File: config.mk
export PLATFORM = sky130hd
export DESIGN_NAME = decodeStage
export DESIGN_NICKNAME = d
export VERILOG_FILES = /design/src/hdl/coreTypes.sv /design/src/hdl/decodeStage.sv /design/src/hdl/instDecoder.sv
export SDC_FILE = /design/constraint.sdc
export NUM_CORES = 1
export LEC_CHECK = 0
export ABC_AREA = 1
export BUFFER_PORTS_ARGS = -buffer_cell sky130_fd_sc_hd__buf_2
export CAP_MARGIN = 40
export CELL_PAD_IN_SITES_DETAIL_PLACEMENT = 0
export CELL_PAD_IN_SITES_GLOBAL_PLACEMENT = 1
export CORE_AREA = 4 4 101 199
export CTS_CLUSTER_DIAMETER = 40
export DETAILED_ROUTE_END_ITERATION = 12
export DIE_AREA = 0 0 105 203
export PLACE_DENSITY = 0.78
export SLEW_MARGIN = 15
export SYNTH_ARGS = -nofsm -noshare
export SYNTH_HDL_FRONTEND = slang
export SYNTH_SLANG_ARGS = --single-unit
File: constraint.sdc
create_clock -name clk -period 1.3 [get_ports clk]
set_clock_uncertainty 0.2 [all_clocks]
set_input_delay 0.195 -clock clk [delete_from_list [all_inputs] [get_ports clk]]
set_output_delay 0.195 -clock clk [all_outputs]
set_load 0.005 [all_outputs]
File: src/hdl/coreTypes.sv
`default_nettype none

package coreTypes;

  typedef logic [4:0]  regAddr;
  typedef logic [31:0] dataWord;

  // one instruction word, viewed per format
  typedef union packed {
    struct packed {
      logic [6:0] funct7;
      regAddr     rs2;
      regAddr     rs1;
      logic [2:0] funct3;
      regAddr     rd;
      logic [6:0] opcode;
    } rType;
    struct packed {
      logic [11:0] imm12;
      regAddr      rs1;
      logic [2:0]  funct3;
      regAddr      rd;
      logic [6:0]  opcode;
    } iType;
    struct packed {
      logic [6:0] immHi;
      regAddr     rs2;
      regAddr     rs1;
      logic [2:0] funct3;
      logic [4:0] immLo;
      logic [6:0] opcode;
    } sType;
    struct packed {
      logic [19:0] imm20;
      regAddr      rd;
      logic [6:0]  opcode;
    } uType;
  } instWord;

  typedef enum logic [2:0] {
    aluNop,
    aluAdd,
    aluSub,
    aluAnd,
    aluOr,
    aluXor,
    aluPassB
  } aluOp;

  typedef enum logic {
    selReg,
    selImm
  } opSel;

  typedef struct packed {
    logic   wEnable;
    regAddr rdAddr;
  } rdCtrl;

  typedef struct packed {
    logic        valid;
    logic [31:0] pc;
    instWord     inst;
  } fetchReg;

  typedef struct packed {
    logic        valid;
    logic [31:0] pc;
    dataWord     rs1Data;
    dataWord     rs2Data;
    dataWord     imm;
    rdCtrl       rd;
    aluOp        alu;
    opSel        bSel;
    logic        isLoad;
    logic        isStore;
    logic        isHalt;
  } decodeReg;

  typedef struct packed {
    logic        valid;
    logic [31:0] pc;
    rdCtrl       rd;
    dataWord     result;
    logic        isHalt;
  } writeReg;

  typedef struct packed {
    logic [31:0] addr; // word address
    instWord     data;
  } progWrite;

  localparam logic [6:0] OPC_OP     = 7'b0110011;
  localparam logic [6:0] OPC_OPIMM  = 7'b0010011;
  localparam logic [6:0] OPC_LUI    = 7'b0110111;
  localparam logic [6:0] OPC_LOAD   = 7'b0000011;
  localparam logic [6:0] OPC_STORE  = 7'b0100011;
  localparam logic [6:0] OPC_SYSTEM = 7'b1110011;

endpackage

`default_nettype wire
File: src/hdl/decodeStage.sv
`timescale 1ns/1ps
`default_nettype none

module decodeStage (
  input  logic                clk,
  input  logic                arstN,
  input  coreTypes::fetchReg  fetchIn,
  input  logic                stall,
  input  coreTypes::dataWord  rs1Data,
  input  coreTypes::dataWord  rs2Data,
  output coreTypes::regAddr   rs1Addr,
  output coreTypes::regAddr   rs2Addr,
  output logic                usesRs1,
  output logic                usesRs2,
  output coreTypes::decodeReg decodeOut
);

  coreTypes::rdCtrl   rd;
  coreTypes::dataWord imm;
  coreTypes::aluOp    alu;
  coreTypes::opSel    bSel;
  logic               decUsesRs1;
  logic               decUsesRs2;
  logic               isLoad;
  logic               isStore;
  logic               isHalt;
  logic               bubble;

  instDecoder uDecoder (
    .inst    (fetchIn.inst),
    .rs1Addr (rs1Addr),
    .rs2Addr (rs2Addr),
    .rd      (rd),
    .imm     (imm),
    .alu     (alu),
    .bSel    (bSel),
    .usesRs1 (decUsesRs1),
    .usesRs2 (decUsesRs2),
    .isLoad  (isLoad),
    .isStore (isStore),
    .isHalt  (isHalt)
  );

  assign usesRs1 = decUsesRs1 && fetchIn.valid; // no hazard from an empty slot
  assign usesRs2 = decUsesRs2 && fetchIn.valid;

  // nothing follows a halt already sitting in the decode register
  assign bubble = stall || !fetchIn.valid || (decodeOut.valid && decodeOut.isHalt);

  always_ff @(posedge clk or negedge arstN) begin
    if (!arstN) begin
      decodeOut <= '0;
    end else if (bubble) begin
      decodeOut <= '0; // all flags off
    end else begin
      decodeOut.valid   <= 1'b1;
      decodeOut.pc      <= fetchIn.pc;
      decodeOut.rs1Data <= rs1Data;
      decodeOut.rs2Data <= rs2Data;
      decodeOut.imm     <= imm;
      decodeOut.rd      <= rd;
      decodeOut.alu     <= alu;
      decodeOut.bSel    <= bSel;
      decodeOut.isLoad  <= isLoad;
      decodeOut.isStore <= isStore;
      decodeOut.isHalt  <= isHalt;
    end
  end

  // stall only behind a writer and its bubble writes nothing
  assertBubbleQuiet: assert property (@(posedge clk) disable iff (!arstN)
    stall |-> decodeOut.rd.wEnable ##1 (!decodeOut.rd.wEnable && !decodeOut.isStore));

endmodule

`default_nettype wire

File: src/hdl/instDecoder.sv
`timescale 1ns/1ps
`default_nettype none

module instDecoder (
  input  coreTypes::instWord inst,
  output coreTypes::regAddr  rs1Addr,
  output coreTypes::regAddr  rs2Addr,
  output coreTypes::rdCtrl   rd,
  output coreTypes::dataWord imm,
  output coreTypes::aluOp    alu,
  output coreTypes::opSel    bSel,
  output logic               usesRs1,
  output logic               usesRs2,
  output logic               isLoad,
  output logic               isStore,
  output logic               isHalt
);

  logic writesRd; // encoding targets rd

  always_comb begin
    rs1Addr  = inst.rType.rs1;
    rs2Addr  = inst.rType.rs2;
    imm      = '0;
    alu      = coreTypes::aluNop;
    bSel     = coreTypes::selReg;
    usesRs1  = 1'b0;
    usesRs2  = 1'b0;
    writesRd = 1'b0;
    isLoad   = 1'b0;
    isStore  = 1'b0;
    isHalt   = 1'b0;
    case (inst.rType.opcode)
      coreTypes::OPC_OP: begin
        usesRs1  = 1'b1;
        usesRs2  = 1'b1;
        writesRd = 1'b1;
        case ({inst.rType.funct7, inst.rType.funct3})
          10'b0000000_000: alu = coreTypes::aluAdd;
          10'b0100000_000: alu = coreTypes::aluSub;
          10'b0000000_100: alu = coreTypes::aluXor;
          10'b0000000_110: alu = coreTypes::aluOr;
          10'b0000000_111: alu = coreTypes::aluAnd;
          default: begin // unsupported R op
            usesRs1  = 1'b0;
            usesRs2  = 1'b0;
            writesRd = 1'b0;
          end
        endcase
      end
      coreTypes::OPC_OPIMM: begin
        if (inst.iType.funct3 == 3'b000) begin // addi only
          alu      = coreTypes::aluAdd;
          bSel     = coreTypes::selImm;
          imm      = {{20{inst.iType.imm12[11]}}, inst.iType.imm12};
          usesRs1  = 1'b1;
          writesRd = 1'b1;
        end
      end
      coreTypes::OPC_LUI: begin
        alu      = coreTypes::aluPassB;
        bSel     = coreTypes::selImm;
        imm      = {inst.uType.imm20, 12'h000};
        writesRd = 1'b1;
      end
      coreTypes::OPC_LOAD: begin
        if (inst.iType.funct3 == 3'b010) begin // lw
          bSel     = coreTypes::selImm;
          imm      = {{20{inst.iType.imm12[11]}}, inst.iType.imm12};
          usesRs1  = 1'b1;
          writesRd = 1'b1;
          isLoad   = 1'b1;
        end
      end
      coreTypes::OPC_STORE: begin
        if (inst.sType.funct3 == 3'b010) begin // sw
          bSel    = coreTypes::selImm;
          imm     = {{20{inst.sType.immHi[6]}}, inst.sType.immHi, inst.sType.immLo};
          usesRs1 = 1'b1;
          usesRs2 = 1'b1;
          isStore = 1'b1;
        end
      end
      coreTypes::OPC_SYSTEM: begin
        // ebreak is the only system op kept
        isHalt = inst.iType.imm12 == 12'h001 && inst.iType.funct3 == 3'b000
              && inst.iType.rs1 == 5'd0 && inst.iType.rd == 5'd0;
      end
      default: ;
    endcase
    rd.wEnable = writesRd && inst.rType.rd != 5'd0; // x0 never written
    rd.rdAddr  = rd.wEnable ? inst.rType.rd : 5'd0;
  end

endmodule

`default_nettype wire

# Yosys cells after proc, flatten, opt, wreduce, memory -nomap -nowiden
# Index checks and enable logic that the tools add are counted.
# Widths: inputs -> output; s select.
# word_totals
register_bits,142
elab_cells,60
# classes
eq_ne,12
mux,19
reduce_logical,17
# op_table
operator,count
$mux 142,1
$pmux 32 s4,1
$mux 32,3
$eq 10x3->1 const B,3
$eq 7x6->1 const B,3
$pmux 3 s5,1
$eq 12x1->1 const B,1
$eq 10x9->1 const B,1
$logic_not 10->1,1
$logic_not 5->1,2
$pmux 3 s3,1
$eq 7x2->1 const B,1
$eq 7x5->1 const B,1
$eq 7x7->1 const B,1
$logic_and 1x1->1,7
$mux 1,7
$pmux 1 s3,2
$mux 5,1
$reduce_bool 5->1,1
$reduce_or 5->1,1
$pmux 1 s4,1
$eq 3x2->1 const B,1
$logic_not 3->1,1
$logic_or 1x1->1,2
3 further kinds,3

# Logic depth before layout (Yosys ltp)
# Gate-level depths: netlist of the first run.
# logic_depth
ltp_word,7
depth_mapped,10
ltp_nobuf,10

# Hierarchy
# From an unflattened synthesis of the first run, not the netlist that was laid out.
# unflattened
cells_unflattened,606
area_unflattened_um2,5612.9
# modules_own_cells
mod,n_inst,cells_per_inst,area_per_inst_um2
decodeStage,1,447,4772.1
instDecoder,1,159,840.8

# Least setup slack after synthesis of the first run
# Ideal clock, no wire load.
# synth_timing
kind,register to register
startpoint,reg decodeOut[141] (netlist bit)
endpoint,reg decodeOut[1] (netlist bit)
t_arrival_ns,1.191
required_time_ns,1.014
path_slack_ns,-0.177
path_stages_with_launch,8
period_less_slack_ns,1.477
path_cell_list,dfrtp_1 -> nand2_1 -> nand2_1 -> nor2_4 -> buf_6 -> inv_2 -> buf_2 -> nor3_1
# synth_between
elab_chain_len,3
# synth_lines
item,line,rtl
from (decl),decodeStage.sv:15,output coreTypes::decodeReg decodeOut
$logic_and 1x1->1,decodeStage.sv:48,assign bubble = stall || !fetchIn.valid || (decodeOut.valid && decodeOut.isHalt);
$logic_or 1x1->1,decodeStage.sv:48,
$mux 142,decodeStage.sv:53,end else if (bubble) begin
# No other way between the ends.

# Worst setup path in the final report of the first run
# layout_timing
startpoint,reg decodeOut[141] (netlist bit)
endpoint,reg decodeOut[71] (netlist bit)
# Same word-level chain as after synthesis.

==> results of run 1 <==
per-stage QoR:
| stage | setup TNS [ns] | worst slack (ns) |
|---|---|---|
| after global placement | -33.34 | -0.539 |
| final | -34.35 | -0.317 |
| after global routing | -44.85 | -0.372 |
| after CTS | -31.44 | -0.293 |
| after floorplan | -15.72 | -0.160 |
| after detailed placement | -35.38 | -0.568 |
layer usage:
| layer | vias up | track usage | wire (microns) |
|---|---|---|---|
| met5 | - | 0 | 0 |
| met4 | 0 | 0.111 | 988 |
| met3 | 56 | 0.0474 | 1060 |
| met2 | 217 | 0.396 | 13300 |
| met1 | 2664 | 0.185 | 6900 |
| li1 | 2561 | - | - |
what timing repair did:
item,4_1_cts,5_1_grt
setup buffers,25,15
endpoints found under the hold margin,274,2
gates resized for setup,212,130
pin swaps,26,33
gates cloned,19,3
setup endpoints to repair,260,287
hold buffers,123,1
cell type report:
| type | instances | area [sq um] |
|---|---|---|
| clock buffer | 20 | 457 |
| clock inverter | 10 | 210 |
| fill | 1431 | 7390 |
| inverter | 137 | 546 |
| timing repair inverter | 1 | 30.0 |
| antenna | 4 | 10.0 |
| sequential | 142 | 3550 |
| tap | 219 | 274 |
| timing repair buffer | 516 | 4050 |
| multi-input combinational | 229 | 2130 |
worst min-delay path, cell delays in order:
cell and delay (ns):
buf_6 0.08, nor2_4 0.04, nand3_4 0.07, buf_4 0.12, nor4_2 0.04
power by group through the flow:
stage / combinational [W] / sequential, W / clock, W
after floorplan: 0.000254 / 0.00466 / 0
after global placement: 0.000879 / 0.00464 / 0
after detailed placement: 0.000888 / 0.00464 / 0
after CTS: 0.00164 / 0.00456 / 0.00565
after global routing: 0.00185 / 0.00457 / 0.00584
final: 0.00173 / 0.00457 / 0.00555
kinds of logic after synthesis:
| logic type | count (synthesis) |
|---|---|
| simple gates | 194 |
| flops | 142 |
| buf+inv | 161 |
| compound gates | 31 |
final timing paths:
check / from / end
min reg2reg: decodeOut[0]$_DFF_PN0_ / decodeOut[6]$_DFF_PN0_
max in group asynchronous: arstN / decodeOut[64]$_DFF_PN0_
max: decodeOut[141]$_DFF_PN0_ / decodeOut[71]$_DFF_PN0_
min: fetchIn[26] / decodeOut[0]$_DFF_PN0_
min in group asynchronous: arstN / decodeOut[94]$_DFF_PN0_
max reg2reg: decodeOut[141]$_DFF_PN0_ / decodeOut[71]$_DFF_PN0_
cells in the mapped netlist (3+ instances only):
master / instances / area, sq um
dfrtp_1: 142 / 3550
inv_1: 132 / 495
nor2_1: 120 / 450
nand2_1: 36 / 135
o21ai_2: 17 / 149
nand3_1: 11 / 55.1
buf_4: 10 / 75.1
clkbuf_1: 9 / 33.8
a21oi_1: 8 / 40.0
nand2_2: 5 / 31.3
nor3_1: 5 / 25.0
inv_2: 4 / 15.0
nand4_1: 4 / 25.0
o21ai_0: 4 / 20.0
buf_6: 3 / 33.8
nor2_2: 3 / 18.8
==> out/metrics.cfg, run 1 <==
[outcome]
status = complete, but fails checks
failed_checks = negative hold slack, negative setup slack

[cts]
htree_num_levels = 4
cts_inserted_buffers = 17
clkTransAtPathRegs_ns = 0.06
worstSkewPairLatency_ns = 0.41
cts_tree = built
cts_buffer_depth = 2
root_buffer = clkbuf_16
numClockSinks = 142

[logic_synthesis]
synth_area_sq_um = 5340
synthesis.instances = 528
synth_compound_area_frac = 0.0422
avgSynthCellArea_sq_um = 10.1
synthAdderAreaFrac = 0
synthXorXnorAreaFrac = 0
synthMuxAreaShare = 0
yosysWarnings = 0
synth_edf_count = 0
ys_types = 31
async_reset_ff_frac = 1.00
synthSimpleGateAreaFrac = 0.163
synth_top_family_by_area = simple AND/OR/NAND/NOR gates
ys.flop_type = dfrtp_1
synth-seq-cells = 142
synth-seq-area-share = 0.666
syn_nets = 660

[power]
p_int_w = 0.00913
power_density_nw_per_um2 = 1050
clkPwrFrac = 0.469
pwr-share-seq = 0.385
power_leakage_nw = 6.12
p_switching_w = 0.00272
ir_worst_vdd_mv = 0.714
switching_share = 0.229
power_frac_comb = 0.146
total_power_w = 0.0118

[worst_hold_path]
holdPathStages = 5
hp-class = input pin to register

[placed_design]
placed_area_sq_um = 7450
dp_hpwl_mm = 13.1
dp_cells = 1073
gp_congestion = 0.867
portBuffers = 285

[setup_path]
critPathSlowestCell = dfrtp_1
cp.arrival_ns = 1.76
required_ns = 1.44
crit_buf_inv = 4
reg2reg_depth = 8
crit_chain = nand2_2, nand2_4, nor2_4, buf_12, clkinv_16, buf_12, buf_16, nor2_4
path_class = register to register
critical_path_depth = 8
worstSetupEndpointType = register
r2r_setup_slack_ns = -0.32
cp-start-kind = register
crit_family = buffers and inverters
critPathMaxFanout = 7
critPathMaxStageDelay_ns = 0.40

[detailed_routing]
drc = 0
routedWlPerCell_microns = 17.4
routed_wl_mm = 22.3
drtIter0Drc = 133
dr.pass1.iters = 4
viasPerCell = 4.30
via_count = 5498
drtAntennaViolNets = 0

[layout]
largest_reg_flops = 142
nets = 1176
layout-drive-gt1-share = 0.579
fin_util = 0.604
final_area_sq_um = 11300
layout_common_cells = buf_2, dfrtp_1, inv_1
top_regs = decodeOut x142
synthToLayoutAreaGrowth_pct = 111
layout_commonest_cell = buf_2
instances_no_fill = 1278
top_register = decodeOut

[floorplanning]
pin_count = 286
initial_utilization = 0.286
die_area_sq_um = 21300
num_rows = 71
coreArea_sq_um = 18700
die_h_microns = 203
fp.dieW_microns = 105

[global_route]
grt_pass1_vias = 6092
grt_pass1_wl_mm = 32.6
overflow = 0
antenna_found_initial = 3
grt_max_degree = 41
grt_usage = 0.202

[sta]
slew_viol_final = 0
rsz0062_at_grt = true
hold_slack_ns = -0.0318
timing.final.ws_setup_ns = -0.317
fmax_mhz = 618
setup_viol = 171
relSlewSlack = 0.794
tightest_slew_ns = 0.309
hold_viol_final = 1
period_share = 1.24
fin_crit_ns = 1.62

[flow_run]
maxCapViolations = 0

Note: power is estimated with default switching activity, not from simulation.
==> inputs of run 2 (changes only) <==
- ABC_AREA: 1 -> 0
- CORE_AREA: 4 4 101 199 -> 4 4 130 132
- DIE_AREA: 0 0 105 203 -> 0 0 134 136
- PLACE_DENSITY: 0.78 -> 0.81
- clock period: 1.3 -> 1.6 ns (I/O delays scaled with it)
==> out/metrics.cfg, run 2 <==
[outcome]
status = complete, but fails checks  ; unchanged
failed_checks = negative setup slack  ; was negative hold slack, negative setup slack

[layout]
layout-drive-gt1-share = 0.479  ; was 0.579
layout_commonest_cell = buf_2  ; unchanged
top_register = decodeOut  ; unchanged
nFillCells = 1265  ; was 1431
multi_input_area_sq_um = 1540  ; was 2130 sq um
largest_reg_flops = 142  ; unchanged
nets = 965  ; was 1176
top_regs = decodeOut x142  ; unchanged
synthToLayoutAreaGrowth_pct = 79.2  ; was 111%
register_area_sq_um = 3560  ; was 3550 sq um
fin_util = 0.579  ; was 0.604
layout_common_cells = buf_2, dfrtp_1, dlygate4sd3_1  ; was buf_2, dfrtp_1, inv_1

[setup_path]
crit_chain = a2111o_1, nor4b_4, buf_6, a21o_1  ; was nand2_2, nand2_4, nor2_4, buf_12, clkinv_16, buf_12, buf_16, nor2_4
rr_endpoint = decodeOut[37]$_DFF_PN0_  ; was decodeOut[71]$_DFF_PN0_
critical_path_depth = 4  ; was 8
r2r_setup_slack_ns = -0.21  ; was -0.32 ns
required_ns = 1.75  ; was 1.44 ns
cp-start-kind = register  ; unchanged
critPathMaxFanout = 12  ; was 7
cp.arrival_ns = 1.96  ; was 1.76 ns
crit_family = compound AO/OA/AOI/OAI gates  ; was buffers and inverters
worstSetupStartpoint = decodeOut[141]$_DFF_PN0_  ; unchanged
path_class = register to register  ; unchanged
worstSetupEndpointType = register  ; unchanged
critPathMaxStageDelay_ns = 0.52  ; was 0.40 ns
reg2reg_depth = 4  ; was 8
critPathSlowestCell = a2111o_1  ; was dfrtp_1
r2r_start = decodeOut[141]$_DFF_PN0_  ; unchanged
crit_buf_inv = 1  ; was 4

[worst_hold_path]
hp-class = input pin to register  ; unchanged
hold_end = decodeOut[4]$_DFF_PN0_  ; was decodeOut[0]$_DFF_PN0_
hold_start = fetchIn[4]  ; was fetchIn[26]
holdPathStages = 4  ; was 5

[global_route]
overflow = 0  ; unchanged
antenna_found_initial = 0  ; was 3
grt_usage = 0.184  ; was 0.202
grt_pass1_vias = 5192  ; was 6092
grt_max_degree = 52  ; was 41
grt_pass1_wl_mm = 26.1  ; was 32.6 mm

[logic_synthesis]
synthesis.instances = 383  ; was 528
ys_types = 41  ; was 31
ys.flop_type = dfrtp_1  ; unchanged
avgSynthCellArea_sq_um = 13.3  ; was 10.1 sq um
yosysWarnings = 0  ; unchanged
synth-seq-cells = 142  ; unchanged
synth_top_area_share = 0.700  ; was 0.666
yosysMostFrequentCell = dfrtp_1  ; unchanged
synth-seq-area-share = 0.700  ; was 0.666
synth_edf_count = 0  ; unchanged
async_reset_ff_frac = 1.00  ; unchanged
synth_area_leader_cell = dfrtp_1  ; unchanged
synth.top_cells.by_count = dfrtp_1, and2_1, a21o_1, nor2_1, clkbuf_1  ; was dfrtp_1, inv_1, nor2_1, nand2_1, o21ai_2
synth_area_sq_um = 5080  ; was 5340 sq um
synth_area_leaders = dfrtp_1, and2_1, a21o_1, buf_4, nor2_1  ; was dfrtp_1, inv_1, nor2_1, o21ai_2, nand2_1
syn_nets = 515  ; was 660

[cts]
cts_buffer_depth = 2  ; unchanged
root_buffer = clkbuf_16  ; unchanged
cts_tree = built  ; unchanged
htree_num_levels = 4  ; unchanged
cts_inserted_buffers = 17  ; unchanged
clkTransAtPathRegs_ns = 0.06  ; about the same
numClockSinks = 142  ; unchanged
worstSkewPairLatency_ns = 0.41  ; about the same

[sta]
fin_crit_ns = 1.81  ; was 1.62 ns
timing.final.ws_setup_ns = -0.211  ; was -0.317 ns
relSlewSlack = 0.664  ; was 0.794
period_share = 1.13  ; was 1.24
hold_slack_ns = 0.0473  ; was -0.0318 ns
slew_viol_final = 0  ; unchanged
rsz0062_at_grt = true  ; unchanged
setup_viol = 60  ; was 171
hold_viol_final = 0  ; was 1
fmax_mhz = 552  ; was 618 MHz
tns_ns = -6.85  ; was -34.35 ns
tightest_slew_ns = 0.491  ; was 0.309 ns

[floorplanning]
num_rows = 46  ; was 71
pin_count = 286  ; unchanged
coreArea_sq_um = 15700  ; was 18700 sq um
die_h_microns = 136  ; was 203 microns
fp.dieW_microns = 134  ; was 105 microns
initial_utilization = 0.323  ; was 0.286
die_area_sq_um = 18200  ; was 21300 sq um

[detailed_routing]
via_count = 4653  ; was 5498
dr.pass1.iters = 4  ; unchanged
viasPerCell = 4.38  ; was 4.30
drtIter0Drc = 114  ; was 133
routed_wl_mm = 17.0  ; was 22.3 mm
drtAntennaViolNets = 0  ; unchanged
drc = 0  ; unchanged
routedWlPerCell_microns = 15.9  ; was 17.4 microns

[placed_design]
dp_hpwl_mm = 11.4  ; was 13.1 mm
portBuffers = 285  ; unchanged
gp_congestion = 0.861  ; was 0.867

[power]
power_leakage_nw = 5.08  ; was 6.12 nW
power_density_nw_per_um2 = 938  ; was 1050 nW/um^2
ir_worst_vdd_mv = 0.668  ; was 0.714 mV
total_power_w = 0.00854  ; was 0.0118 W

[flow_run]
maxCapViolations = 0  ; unchanged

-- run 2: cell types whose count changed in the layout (fill, tap and decap cells not counted), moves of 12 or more --
cell and change:
and2_1 +104, buf_6 -13, nand2_1 -12, o21ai_2 -16, nand2_2 -14, a21o_1 +20, buf_2 +14, nor2_4 -97
buf_4 -29, inv_1 -129, buf_12 -12
-- run 2: worst max path at each step --
| stage | end | slack (ns) |
|---|---|---|
| finish | decodeOut[37]$_DFF_PN0_ | -0.21 |
| detailed placement | decodeOut[33]$_DFF_PN0_ | -0.28 |
| floorplan | decodeOut[27]$_DFF_PN0_ | -0.10 |
| global placement | decodeOut[33]$_DFF_PN0_ | -0.25 |
| CTS | decodeOut[38]$_DFF_PN0_ | -0.20 |
| global route | decodeOut[19]$_DFF_PN0_ | -0.25 |
-- run 2: through the flow --
stage / area (sq um) / std cells / worst slack [ns]
2_1_floorplan: 5090 / 383 / -0.100
3_3_place_gp: 7040 / 903 / -0.246
3_5_place_dp: 7040 / 903 / -0.278
4_1_cts: 8940 / 1060 / -0.200
5_1_grt: 9090 / 1062 / -0.252
6_report: 9100 / 1063 / -0.211
-- run 2: timing repair --
action | 4_1_cts | 5_1_grt
hold buffers | 120 | 0
gates resized for setup | 17 | 32
pin swaps | 4 | 11
endpoints found under the hold margin | 273 | 0
endpoints found under the setup margin | 45 | 47
buffers inserted | 5 | 5
-- run 2: layer usage --
| layer | vias to the layer above | GRT usage | part of all wire |
|---|---|---|---|
| li1 | 2140 | - | - |
| met1 | 2257 | 0.202 | 0.37 |
| met2 | 224 | 0.331 | 0.53 |
| met3 | 32 | 0.0588 | 0.078 |
| met4 | 0 | 0.0726 | 0.023 |
| met5 | - | 0 | 0 |
-- run 2: report_power, final --
group | total (W) | switching, W | internal [W]
Combinational | 0.000930 | 0.000395 | 0.000535
Clock | 0.00389 | 0.00157 | 0.00233
Sequential | 0.00371 | 0.0000265 | 0.00369
-- run 2: layout make-up --
type                       instances  share of cell area
timing repair buffer             459               0.345
antenna                            1            0.000275
inverter                           1            0.000413
clock buffer                      18              0.0472
multi-input combinational        212               0.169
sequential                       142               0.391
clock inverter                    14              0.0173
tap                              216              0.0297
-- run 2: logic make-up after synthesis --
kind of cell / share of synthesized area
simple gates: 0.202
compound gates: 0.0596
buf+inv: 0.0328
xor+xnor: 0.00345
mux: 0.00222
flops: 0.700
-- run 2: worst reg2reg max path: stages (launching register included) --
cell and delay [ns]:
dfrtp_2 0.43, a2111o_1 0.52, nor4b_4 0.30, buf_6 0.20
a21o_1 0.10
==> inputs of run 3 (changes only) <==
- RECOVER_POWER: not set -> 100
==> out/metrics.cfg, run 3 (synthesized netlist as in run 2, its figures left out) <==
[layout]
synthToLayoutAreaGrowth_pct = 76.0  ; was 79.2%
layout_commonest_cell = buf_2  ; unchanged
nFillCells = 1347  ; was 1265
top_regs = decodeOut x142  ; unchanged
layout_common_cells = buf_2, dfrtp_1, dlygate4sd3_1  ; unchanged
top_register = decodeOut  ; unchanged
layout-drive-gt1-share = 0.343  ; was 0.479
instances_no_fill = 1063  ; unchanged
fin_util = 0.569  ; was 0.579
nets = 965  ; unchanged
largest_reg_flops = 142  ; unchanged

[cts]
clkTransAtPathRegs_ns = 0.06  ; about the same
root_buffer = clkbuf_16  ; unchanged
cts_buffer_depth = 2  ; unchanged
worstSkewPairLatency_ns = 0.41  ; about the same
cts_tree = built  ; unchanged
numClockSinks = 142  ; unchanged
htree_num_levels = 4  ; unchanged
cts_inserted_buffers = 17  ; unchanged

[setup_path]
cp-start-kind = register  ; unchanged
path_class = register to register  ; unchanged
r2r_setup_slack_ns = -0.21  ; about the same
reg2reg_depth = 4  ; unchanged
worstSetupEndpointType = register  ; unchanged
cp.arrival_ns = 1.97  ; was 1.96 ns
critPathMaxFanout = 7  ; was 12
r2r_start = decodeOut[141]$_DFF_PN0_  ; unchanged
required_ns = 1.75  ; about the same
rr_endpoint = decodeOut[19]$_DFF_PN0_  ; was decodeOut[37]$_DFF_PN0_

[floorplanning]
die_h_microns = 136  ; unchanged
initial_utilization = 0.323  ; unchanged
num_rows = 46  ; unchanged
fp.dieW_microns = 134  ; unchanged
die_area_sq_um = 18200  ; unchanged
coreArea_sq_um = 15700  ; unchanged
pin_count = 286  ; unchanged

[placed_design]
dp_cells = 903  ; unchanged
portBuffers = 285  ; unchanged
gp_congestion = 0.861  ; unchanged
dpl_worst_slack_ns = -0.278  ; unchanged
dp_hpwl_mm = 11.4  ; unchanged

[power]
power_frac_comb = 0.106  ; was 0.109
power_leakage_nw = 4.60  ; was 5.08 nW
p_int_w = 0.00652  ; was 0.00655 W
clkPwrFrac = 0.457  ; was 0.456
pwr-share-seq = 0.436  ; was 0.435
ir_worst_vdd_mv = 0.673  ; was 0.668 mV
switching_share = 0.234  ; was 0.233
p_switching_w = 0.00199  ; about the same
power_density_nw_per_um2 = 952  ; was 938 nW/um^2

[worst_hold_path]
hold_start = fetchIn[14]  ; was fetchIn[4]
hold_end = decodeOut[27]$_DFF_PN0_  ; was decodeOut[4]$_DFF_PN0_
holdPathStages = 3  ; was 4
hp-class = input pin to register  ; unchanged

[sta]
rsz0062_at_grt = true  ; unchanged
fmax_mhz = 552  ; about the same
relSlewSlack = 0.418  ; was 0.664
timing.final.ws_setup_ns = -0.213  ; was -0.211 ns
slew_viol_final = 0  ; unchanged
period_share = 1.13  ; about the same
fin_crit_ns = 1.81  ; about the same
hold_viol_final = 0  ; unchanged
setup_viol = 90  ; was 60
tightest_slew_ns = 0.873  ; was 0.491 ns

[global_route]
grt_pass1_vias = 5192  ; unchanged
grt_pass1_wl_mm = 26.1  ; unchanged
overflow = 0  ; unchanged
grt_max_degree = 52  ; unchanged
antenna_found_initial = 0  ; unchanged
grt_usage = 0.184  ; unchanged

[detailed_routing]
routedWlPerCell_microns = 16.0  ; was 15.9 microns
dr.pass1.iters = 4  ; unchanged
drtAntennaViolNets = 0  ; unchanged
routed_wl_mm = 17.0  ; about the same
drtIter0Drc = 111  ; was 114
via_count = 4652  ; was 4653
drc = 0  ; unchanged
viasPerCell = 4.38  ; about the same

[flow_run]
maxCapViolations = 0  ; unchanged

[outcome]
failed_checks = negative setup slack  ; unchanged
status = complete, but fails checks  ; unchanged

[run 3: changes by cell type in the layout (fill, tap and decap cells not counted), sizes merged]
cell and change:
buf -125, clkbuf +125
[run 3: power groups by stage]
stage / Combinational (W) / Clock, W / Sequential, W
6_report: 0.000906 / 0.00389 / 0.00371
5_1_grt: 0.000986 / 0.00418 / 0.00372
4_1_cts: 0.000908 / 0.00401 / 0.00371
3_5_place_dp: 0.000654 / 0 / 0.00377
3_3_place_gp: 0.000643 / 0 / 0.00377
2_1_floorplan: 0.000166 / 0 / 0.00379
[run 3: per-stage QoR]
| stage | total power [W] | TNS, ns | instance area (sq um) | hold WS (ns) |
|---|---|---|---|---|
| detailed placement | 0.00443 | -10.31 | 7040 | -0.0494 |
| global placement | 0.00441 | -9.04 | 7040 | -0.0531 |
| floorplan | 0.00396 | -2.81 | 5090 | -0.256 |
| CTS | 0.00863 | -6.50 | 8940 | 0.00386 |
| global route | 0.00889 | -13.16 | 8930 | 0.0385 |
| finish | 0.00851 | -8.91 | 8940 | 0.0454 |
[run 3: cell type report]
type,instances,area [sq um],share of cell area
timing repair buffer,459,2980,0.334
multi-input combinational,212,1540,0.172
inverter,1,3.75,0.000420
sequential,142,3560,0.398
antenna,1,2.50,0.000280
clock inverter,14,158,0.0176
tap,216,270,0.0302
clock buffer,18,429,0.0480
[run 3: critical path, cell delays in order (launching register included)]
cell	delay, ns
dfrtp_2	0.43
a2111o_1	0.52
nor3_1	0.28
buf_4	0.20
and2_1	0.13
[run 3: per-layer routing]
layer,GRT usage,up-vias,wire (microns)
met1,0.202,2254,6410
met2,0.331,225,8970
met4,0.0726,0,351
li1,-,2143,-
met3,0.0588,30,1300
met5,0,-,0
[run 3: how the worst max path moves through the flow]
stage	end	slack, ns	from	depth (start not counted)
3_5_place_dp	decodeOut[33]$_DFF_PN0_	-0.28	stall	6
4_1_cts	decodeOut[38]$_DFF_PN0_	-0.20	decodeOut[141]$_DFF_PN0_	4
5_1_grt	decodeOut[19]$_DFF_PN0_	-0.25	decodeOut[141]$_DFF_PN0_	4
2_1_floorplan	decodeOut[27]$_DFF_PN0_	-0.10	decodeOut[141]$_DFF_PN0_	4
6_report	decodeOut[19]$_DFF_PN0_	-0.21	decodeOut[141]$_DFF_PN0_	4
3_3_place_gp	decodeOut[33]$_DFF_PN0_	-0.25	stall	6
[run 3: timing repair]
item	4_1_cts	5_1_grt
endpoints found under the hold margin	273	0
setup buffers	5	5
hold buffers	120	0
resized for setup	17	32
cloned	0	0
pin swaps	4	11
setup endpoints to repair	45	47
